## src/design/dcache_defines.svh

```systemverilog
// ====================
// Cache geometry macros
// ====================

`ifndef DCACHE_DEFINES_SVH
`define DCACHE_DEFINES_SVH

// Base geometry
`define DC_ADDR_WIDTH   32
`define DC_DATA_WIDTH   32
`define DC_LINE_SIZE    16
`define DC_CACHE_SIZE   256

// Derived from the geometry above
`define DC_LINE_COUNT   (`DC_CACHE_SIZE / `DC_LINE_SIZE)
`define DC_LINE_WIDTH   (`DC_LINE_SIZE * 8)

// Address field widths
`define DC_OFFSET_WIDTH $clog2(`DC_LINE_SIZE)
`define DC_INDEX_WIDTH  $clog2(`DC_LINE_COUNT)
`define DC_TAG_WIDTH    (`DC_ADDR_WIDTH - `DC_INDEX_WIDTH - `DC_OFFSET_WIDTH)

`endif

```

## src/design/dcache_types_pkg.sv

```systemverilog
// ====================
// Storage and address vector types
// ====================

`include "dcache_defines.svh"

package dcache_types_pkg;

    // Full address and its fields
    typedef logic [`DC_ADDR_WIDTH-1:0]   dc_addr_t;
    typedef logic [`DC_TAG_WIDTH-1:0]    dc_tag_t;
    typedef logic [`DC_INDEX_WIDTH-1:0]  dc_index_t;
    typedef logic [`DC_OFFSET_WIDTH-1:0] dc_offset_t;

    // Payload widths
    typedef logic [`DC_DATA_WIDTH-1:0]   dc_word_t;
    typedef logic [`DC_LINE_WIDTH-1:0]   dc_line_t;

    // One bit per byte of a word
    typedef logic [`DC_DATA_WIDTH/8-1:0] dc_byte_sel_t;

endpackage

```

## src/design/dcache_op_pkg.sv

```systemverilog
// ====================
// Operation enum and request, stage and response structs
// ====================

package dcache_op_pkg;

    import dcache_types_pkg::*;

    typedef enum logic [3:0] {
        LB,
        LH,
        LW,
        LBU,
        LHU,
        SB,
        SH,
        SW,
        FILL
    } dc_op_t;

    typedef struct packed {
        dc_op_t   op;
        dc_addr_t addr;
        dc_word_t wdata;     // Store data
        dc_line_t fill_line; // Fill data
    } dc_req_t;

    typedef struct packed {
        logic         valid;
        dc_op_t       op;
        dc_tag_t      tag;
        dc_index_t    index;
        dc_offset_t   offset;
        dc_word_t     wdata;
        dc_line_t     fill_line;
        dc_byte_sel_t byte_sel;
    } dc_stage_t;

    typedef struct packed {
        dc_op_t   op;
        dc_addr_t addr;
        logic     hit;
        logic     dirty;     // Victim line dirty
        dc_word_t data;
    } dc_rsp_t;

    function automatic logic dc_is_load(dc_op_t op);
        return (op == LB) || (op == LH) || (op == LW) || (op == LBU) || (op == LHU);
    endfunction

    function automatic logic dc_is_store(dc_op_t op);
        return (op == SB) || (op == SH) || (op == SW);
    endfunction

endpackage

```

## src/design/dcache_dt.sv

```systemverilog
// ====================
// Request stage
// ====================

`timescale 1ns/10ps

module dcache_dt
    import dcache_types_pkg::*, dcache_op_pkg::*;
(
    input  logic      i_clk,
    input  logic      i_rst,
    input  logic      i_stall,
    input  logic      i_valid,
    input  dc_req_t   i_req,
    output dc_stage_t o_stage
);

    localparam dc_byte_sel_t SEL_BYTE = dc_byte_sel_t'(1);
    localparam dc_byte_sel_t SEL_HALF = dc_byte_sel_t'(3);
    localparam dc_byte_sel_t SEL_WORD = '1;

    dc_stage_t    stage_d;
    dc_byte_sel_t byte_sel;

    // Byte lanes touched by the access, before alignment
    always_comb begin
        case (i_req.op)
            LB, LBU, SB: byte_sel = SEL_BYTE;
            LH, LHU, SH: byte_sel = SEL_HALF;
            default:     byte_sel = SEL_WORD; // Words and fills
        endcase
    end

    always_comb begin
        stage_d.valid     = i_valid;
        stage_d.op        = i_req.op;
        {stage_d.tag, stage_d.index, stage_d.offset} = i_req.addr;
        stage_d.wdata     = i_req.wdata;
        stage_d.fill_line = i_req.fill_line;
        stage_d.byte_sel  = byte_sel;
    end

    always_ff @(posedge i_clk) begin
        if (!i_stall) begin
            o_stage <= stage_d;
        end
        if (i_rst) begin
            o_stage.valid <= 1'b0;
        end
    end

endmodule

```

## src/design/dcache_ram.sv

```systemverilog
// ====================
// Tag, valid, dirty and data arrays
// ====================

`timescale 1ns/10ps

`include "dcache_defines.svh"

module dcache_ram
    import dcache_types_pkg::*, dcache_op_pkg::*;
(
    input  logic      i_clk,
    input  logic      i_rst,
    input  logic      i_stall,
    input  dc_stage_t i_stage,

    input  logic      i_wr_en,
    input  dc_index_t i_wr_index,
    input  dc_tag_t   i_wr_tag,
    input  logic      i_wr_dirty,
    input  dc_line_t  i_wr_line,

    output dc_stage_t o_stage,
    output dc_tag_t   o_tag,
    output logic      o_line_valid,
    output logic      o_dirty,
    output dc_line_t  o_line
);

    localparam int LINES = `DC_LINE_COUNT;

    dc_tag_t          tag_mem  [LINES];
    dc_line_t         line_mem [LINES];
    logic [LINES-1:0] valid_q;
    logic [LINES-1:0] dirty_q;

    logic bypass;

    // Write lands on the same edge the read samples
    assign bypass = i_wr_en && (i_wr_index == i_stage.index);

    always_ff @(posedge i_clk) begin
        if (i_wr_en) begin
            tag_mem[i_wr_index]  <= i_wr_tag;
            line_mem[i_wr_index] <= i_wr_line;
        end
    end

    always_ff @(posedge i_clk) begin
        if (i_rst) begin
            valid_q <= '0;
            dirty_q <= '0;
        end else if (i_wr_en) begin
            valid_q[i_wr_index] <= 1'b1;
            dirty_q[i_wr_index] <= i_wr_dirty;
        end
    end

    // Registered read, held under stall
    always_ff @(posedge i_clk) begin
        if (!i_stall) begin
            o_stage <= i_stage;
            if (bypass) begin
                o_tag        <= i_wr_tag;
                o_line_valid <= 1'b1;
                o_dirty      <= i_wr_dirty;
                o_line       <= i_wr_line;
            end else begin
                o_tag        <= tag_mem[i_stage.index];
                o_line_valid <= valid_q[i_stage.index];
                o_dirty      <= dirty_q[i_stage.index];
                o_line       <= line_mem[i_stage.index];
            end
        end
        if (i_rst) begin
            o_stage.valid <= 1'b0;
        end
    end

endmodule

```

## src/design/dcache_rsp.sv

```systemverilog
// ====================
// Response stage with hit check, load align and store merge
// ====================

`timescale 1ns/10ps

`include "dcache_defines.svh"

module dcache_rsp
    import dcache_types_pkg::*, dcache_op_pkg::*;
(
    input  logic      i_clk,
    input  logic      i_rst,
    input  logic      i_stall,
    input  dc_stage_t i_stage,
    input  dc_tag_t   i_tag,
    input  logic      i_line_valid,
    input  logic      i_dirty,
    input  dc_line_t  i_line,

    output logic      o_wr_en,
    output dc_index_t o_wr_index,
    output dc_tag_t   o_wr_tag,
    output logic      o_wr_dirty,
    output dc_line_t  o_wr_line,

    output logic      o_rsp_valid,
    output dc_rsp_t   o_rsp
);

    localparam int DW     = `DC_DATA_WIDTH;
    localparam int BYTES  = DW / 8;
    localparam int BOFF_W = $clog2(BYTES);

    logic tag_match;
    logic hit;
    logic is_fill;
    logic is_load;
    logic is_store;

    logic [`DC_OFFSET_WIDTH-BOFF_W-1:0] word_sel;
    logic [BOFF_W-1:0]                  byte_off;

    dc_word_t     cur_word;
    dc_word_t     ld_shift;
    dc_word_t     ld_mask;
    dc_word_t     ld_masked;
    dc_word_t     ld_data;
    dc_word_t     st_data;
    dc_byte_sel_t st_sel;
    dc_word_t     merged_word;
    dc_line_t     merged_line;
    dc_rsp_t      rsp_next;

    assign is_fill   = (i_stage.op == FILL);
    assign is_load   = dc_is_load(i_stage.op);
    assign is_store  = dc_is_store(i_stage.op);
    assign tag_match = (i_tag == i_stage.tag);
    assign hit       = (i_line_valid && tag_match) || is_fill;

    assign word_sel = i_stage.offset[`DC_OFFSET_WIDTH-1:BOFF_W];
    assign byte_off = i_stage.offset[BOFF_W-1:0];
    assign cur_word = i_line[word_sel*DW +: DW];

    // Load path
    always_comb begin
        ld_shift = cur_word >> (byte_off * 8);
        for (int i = 0; i < BYTES; i++) begin
            ld_mask[i*8 +: 8] = {8{i_stage.byte_sel[i]}};
        end
        ld_masked = ld_shift & ld_mask;
        case (i_stage.op)
            LB:      ld_data = {{(DW-8){ld_masked[7]}}, ld_masked[7:0]};
            LH:      ld_data = {{(DW-16){ld_masked[15]}}, ld_masked[15:0]};
            default: ld_data = ld_masked; // LW, LBU, LHU
        endcase
    end

    // Store path
    always_comb begin
        st_data = i_stage.wdata << (byte_off * 8);
        st_sel  = i_stage.byte_sel << byte_off;
        for (int i = 0; i < BYTES; i++) begin
            merged_word[i*8 +: 8] = st_sel[i] ? st_data[i*8 +: 8] : cur_word[i*8 +: 8];
        end
        merged_line = i_line;
        merged_line[word_sel*DW +: DW] = merged_word;
    end

    // Array write port
    assign o_wr_en    = i_stage.valid && !i_stall && (is_fill || (is_store && hit));
    assign o_wr_index = i_stage.index;
    assign o_wr_tag   = i_stage.tag;
    assign o_wr_dirty = is_store;
    assign o_wr_line  = is_fill ? i_stage.fill_line : merged_line;

    always_comb begin
        rsp_next.op    = i_stage.op;
        rsp_next.addr  = {i_stage.tag, i_stage.index, i_stage.offset};
        rsp_next.hit   = hit;
        rsp_next.dirty = i_line_valid && !tag_match && i_dirty; // Line it would evict
        rsp_next.data  = (is_load && hit) ? ld_data : '0;
    end

    always_ff @(posedge i_clk) begin
        if (i_rst) begin
            o_rsp_valid <= 1'b0;
        end else if (!i_stall) begin
            o_rsp_valid <= i_stage.valid;
        end
    end

    always_ff @(posedge i_clk) begin
        if (!i_stall && i_stage.valid) begin
            o_rsp <= rsp_next;
        end
    end

endmodule

```

## src/design/dcache_top.sv

```systemverilog
// ====================
// Data cache top level
// ====================

`timescale 1ns/10ps

module dcache_top
    import dcache_types_pkg::*, dcache_op_pkg::*;
(
    input  logic    i_clk,
    input  logic    i_rst,

    input  logic    i_req_valid,
    input  dc_req_t i_req,
    output logic    o_req_ready,

    output logic    o_rsp_valid,
    output dc_rsp_t o_rsp,
    input  logic    i_rsp_ready
);

    logic      stall;
    dc_stage_t dt_stage;
    dc_stage_t ram_stage;

    logic      wr_en;
    dc_index_t wr_index;
    dc_tag_t   wr_tag;
    logic      wr_dirty;
    dc_line_t  wr_line;

    dc_tag_t   rd_tag;
    logic      rd_line_valid;
    logic      rd_dirty;
    dc_line_t  rd_line;

    // Response held by the consumer freezes every stage
    assign stall       = o_rsp_valid && !i_rsp_ready;
    assign o_req_ready = !stall;

    dcache_dt u_dt (
        .i_clk   (i_clk),
        .i_rst   (i_rst),
        .i_stall (stall),
        .i_valid (i_req_valid && o_req_ready),
        .i_req   (i_req),
        .o_stage (dt_stage)
    );

    dcache_ram u_ram (
        .i_clk        (i_clk),
        .i_rst        (i_rst),
        .i_stall      (stall),
        .i_stage      (dt_stage),
        .i_wr_en      (wr_en),
        .i_wr_index   (wr_index),
        .i_wr_tag     (wr_tag),
        .i_wr_dirty   (wr_dirty),
        .i_wr_line    (wr_line),
        .o_stage      (ram_stage),
        .o_tag        (rd_tag),
        .o_line_valid (rd_line_valid),
        .o_dirty      (rd_dirty),
        .o_line       (rd_line)
    );

    dcache_rsp u_rsp (
        .i_clk        (i_clk),
        .i_rst        (i_rst),
        .i_stall      (stall),
        .i_stage      (ram_stage),
        .i_tag        (rd_tag),
        .i_line_valid (rd_line_valid),
        .i_dirty      (rd_dirty),
        .i_line       (rd_line),
        .o_wr_en      (wr_en),
        .o_wr_index   (wr_index),
        .o_wr_tag     (wr_tag),
        .o_wr_dirty   (wr_dirty),
        .o_wr_line    (wr_line),
        .o_rsp_valid  (o_rsp_valid),
        .o_rsp        (o_rsp)
    );

endmodule

```

## config.mk

```make
export PLATFORM = sky130hd
export DESIGN_NAME = dcache_top
export DESIGN_NICKNAME = d
export VERILOG_FILES = /design/src/design/dcache_types_pkg.sv /design/src/design/dcache_op_pkg.sv /design/src/design/dcache_dt.sv /design/src/design/dcache_ram.sv /design/src/design/dcache_rsp.sv /design/src/design/dcache_top.sv
export VERILOG_INCLUDE_DIRS = /design/src /design/src/design
export SDC_FILE = /design/constraint.sdc
export NUM_CORES = 2
export LEC_CHECK = 0
export ABC_AREA = 0
export BUFFER_PORTS_ARGS = -buffer_cell sky130_fd_sc_hd__buf_2
export CAP_MARGIN = 10
export CORE_ASPECT_RATIO = 0.7
export CORE_MARGIN = 2
export CORE_UTILIZATION = 40
export DETAILED_ROUTE_END_ITERATION = 8
export GPL_TIMING_DRIVEN = 0
export MAX_ROUTING_LAYER = met4
export PLACE_DENSITY = 0.56
export SYNTH_ARGS = -nofsm -noshare
export SYNTH_HDL_FRONTEND = slang
export SYNTH_SLANG_ARGS = --single-unit
export TNS_END_PERCENT = 30
```

## constraint.sdc

```tcl
create_clock -name i_clk -period 52.5 [get_ports i_clk]
set_clock_uncertainty 0.2 [all_clocks]
set_input_delay 2.625 -clock i_clk [delete_from_list [all_inputs] [get_ports i_clk]]
set_output_delay 2.625 -clock i_clk [all_outputs]
set_load 0.02 [all_outputs]
```

==> impl_metrics.toml <==
[timing]
relSlewSlack_pct = 13.8
rsz0062_at_grt = "no"
setup_viol = 0
fin_crit_ns = 7.26
worstMarginPinSlew_ns = 1.29
fin_crit_sh_pct = 13.8
hold_viol = 0
fmax_mhz = 138
tns_ns = 0
final_max_slew_viol_count = 0
finalWorstSetupSlack_ns = 45.24

[synth]
yosysTopAreaCellShare_pct = 77.0
synth_flop_cell = "edfxtp_1"
yosysMostFrequentCell = "edfxtp_1"
async_flop_share_pct = 0
seq_area_frac_synth_pct = 77.6
synth_common_cells = "edfxtp_1 (3052), mux4_2 (802), nand2_1 (166)"
avgSynthCellArea_um2 = 22.9
synth_enable_flop_cells = 3052
ys_seq_elements = 3087
netlist_top_cells_area = "edfxtp_1 (77%), mux4_2 (15%), mux2_2 (1.2%)"
synth_cell_types = 50
mappedNetlistArea_mm2 = 0.119
synth_nets = 5401
yosys_warnings = 0
synth_cells = 5196
yosysTopAreaCell = "edfxtp_1"

[grt]
grt_max_degree = 77
antenna_found_initial = 38
grt_pass1_vias = 59300
grt_pass1_wl_um = 483000
grt_use_total_pct = 23.7
grt_overflow = 0

[detailed_routing]
drt_wl_total_um = 352000
drc = 2
post_drt_wl_per_cell_um = 33.3
vias_per_cell = 5.72
drt_iter0_drc = 8466
ant_nets = 0
drtPass1Iterations = 7
vias = 60400

[worst_setup_path]
worstPathRequired_ns = 52.87
start_kind = "input pin"
cp_data_arrival_time_ns = 7.63
r2r_slack_ns = 46.55
path_class = "in2reg"
crit_path_max_fanout = 43
endpoint_kind = "flop"

[outcome]
violations = "DRC"
run_status = "finished with violations"

[power_and_ir_drop]
ir_drop_v = 0.0000300
cellLeakagePower_nw = 46.4
power_density_mw_per_mm2 = 38.9

[layout]
post-route-util_pct = 47.7
syn2layout_area_growth_pct = 18.4
final_layout_size_suffix_gt1_share_pct = 37.0
fin_area_mm2 = 0.141
final_nets = 6551
final_cell_count_no_fill = 10600

[die]
num_io_pins = 272
fp.dieH_um = 460
coreArea_mm2 = 0.296
dieArea_mm2 = 0.302
fp.dieW_um = 656
rows = 167
start_util_pct = 40.2

[clock_tree]
cts.hold.buffers_added = 0
htreeDepth = 5
cts_setup_buffers = 0
cts_num_sinks = 3087
ctsResizeCount = 0
clkTransAtPathRegs_ns = 0.06
cts_root_buffer = "clkbuf_16"
cts_buffer_depth = 4
numCtsBuffers = 310
cts_tree = "yes"
clk_latency_ns = 0.89

[place]
dp_slack_ns = 44.25
place.port_buffers = 271
hpwl_um = 254000
gp_congestion = 0.957
dp.cells = 9998
place_area_mm2 = 0.131

[run]
maxCapViolations = 0

[min_path]
min_path_type = "reg2reg"
## per-stage QoR
stage                     power (W)  hold WS [ns]
after floorplan             0.00311         0.200
after global placement      0.00331         0.202
after detailed placement    0.00332         0.205
after CTS                   0.00552         0.192
after global routing        0.00564         0.214
final                       0.00548         0.191
## routing by layer
| metal | global-route usage [%] | vias up | share of wire (%) |
|---|---|---|---|
| li1 | - | 24200 | - |
| met1 | 31.6 | 32800 | 40 |
| met2 | 36.7 | 2923 | 48 |
| met3 | 4.60 | 541 | 8.5 |
| met4 | 8.53 | 0 | 3.8 |
| met5 | - | - | 0 |
## cell families after synthesis
family / Yosys count / synth area share (%)
buf+inv: 287 / 1.21
xor+xnor: 30 / 0.221
mux: 1052 / 17.6
simple gates: 394 / 1.71
fa+ha+maj: 5 / 0.0526
compound gates: 341 / 1.59
flops: 3087 / 77.6
## worst max-delay path, cell delays in order
cell	delay (ns)
buf_2	0.07
nand2b_1	0.08
clkbuf_4	0.46
buf_16	0.33
nand2_1	0.39
inv_4	0.50
buf_16	0.32
nand2b_1	0.09
clkbuf_1	0.28
nor3_2	0.83
buf_8	0.25
buf_6	0.19
buf_6	0.19
buf_6	0.19
buf_6	0.18
buf_8	0.15
buf_6	0.16
buf_4	0.19
## report_power, final
part	leakage [nW]	switching, W	internal, W
clock	4.91	0.000928	0.00128
sequential	28.7	0.0000574	0.00281
combinational	12.7	0.000262	0.000148
## worst paths after layout
check,from,endpoint,cells past startpoint
max,i_rsp_ready,u_ram.line_mem[5][46]$_DFFE_PP_,18
min,u_dt.o_stage[22]$_DFFE_PN_,u_ram.o_stage[22]$_DFFE_PN_,0
max reg2reg,u_ram.o_stage[194]$_DFFE_PN_,u_ram.line_mem[5][46]$_DFFE_PP_,15
min reg2reg,u_dt.o_stage[22]$_DFFE_PN_,u_ram.o_stage[22]$_DFFE_PN_,0
## sequential cells by signal, summed over array words and instances, names as in the netlist
signal	cells
u_ram.line_mem	2048
u_ram.tag_mem	384
u_dt.o_stage	199
u_ram.o_stage	199
u_ram.o_line	128
u_rsp.o_rsp	70
u_ram.o_tag	24
u_ram.dirty_q	16
u_ram.valid_q	16
u_ram.o_dirty	1
u_ram.o_line_valid	1
u_rsp.o_rsp_valid	1
## cell usage in the layout, fill, tap and decap left out, types with 74 or more instances in the layout
| cell | n |
|---|---|
| edfxtp_1 | 3052 |
| mux4_2 | 802 |
| o21ai_0 | 74 |
| buf_2 | 386 |
| a21oi_1 | 156 |
| clkbuf_1 | 197 |
| buf_6 | 236 |
| clkbuf_16 | 323 |
| nor2b_1 | 130 |
| buf_4 | 281 |
| nand2_1 | 166 |
| mux2_2 | 127 |
## final cells by class
class,instances,area (µm²)
Inverter,5,21.3
Clock buffer,377,8290
Buffer,282,1430
Tap cell,3971,4970
Antenna cell,17,42.5
Timing Repair Buffer,838,6830
Clock inverter,174,1710
Fill cell,24200,155000
Sequential cell,3087,92300
Multi-Input combinational cell,1822,25400
Power figures use the tool's default switching activity.
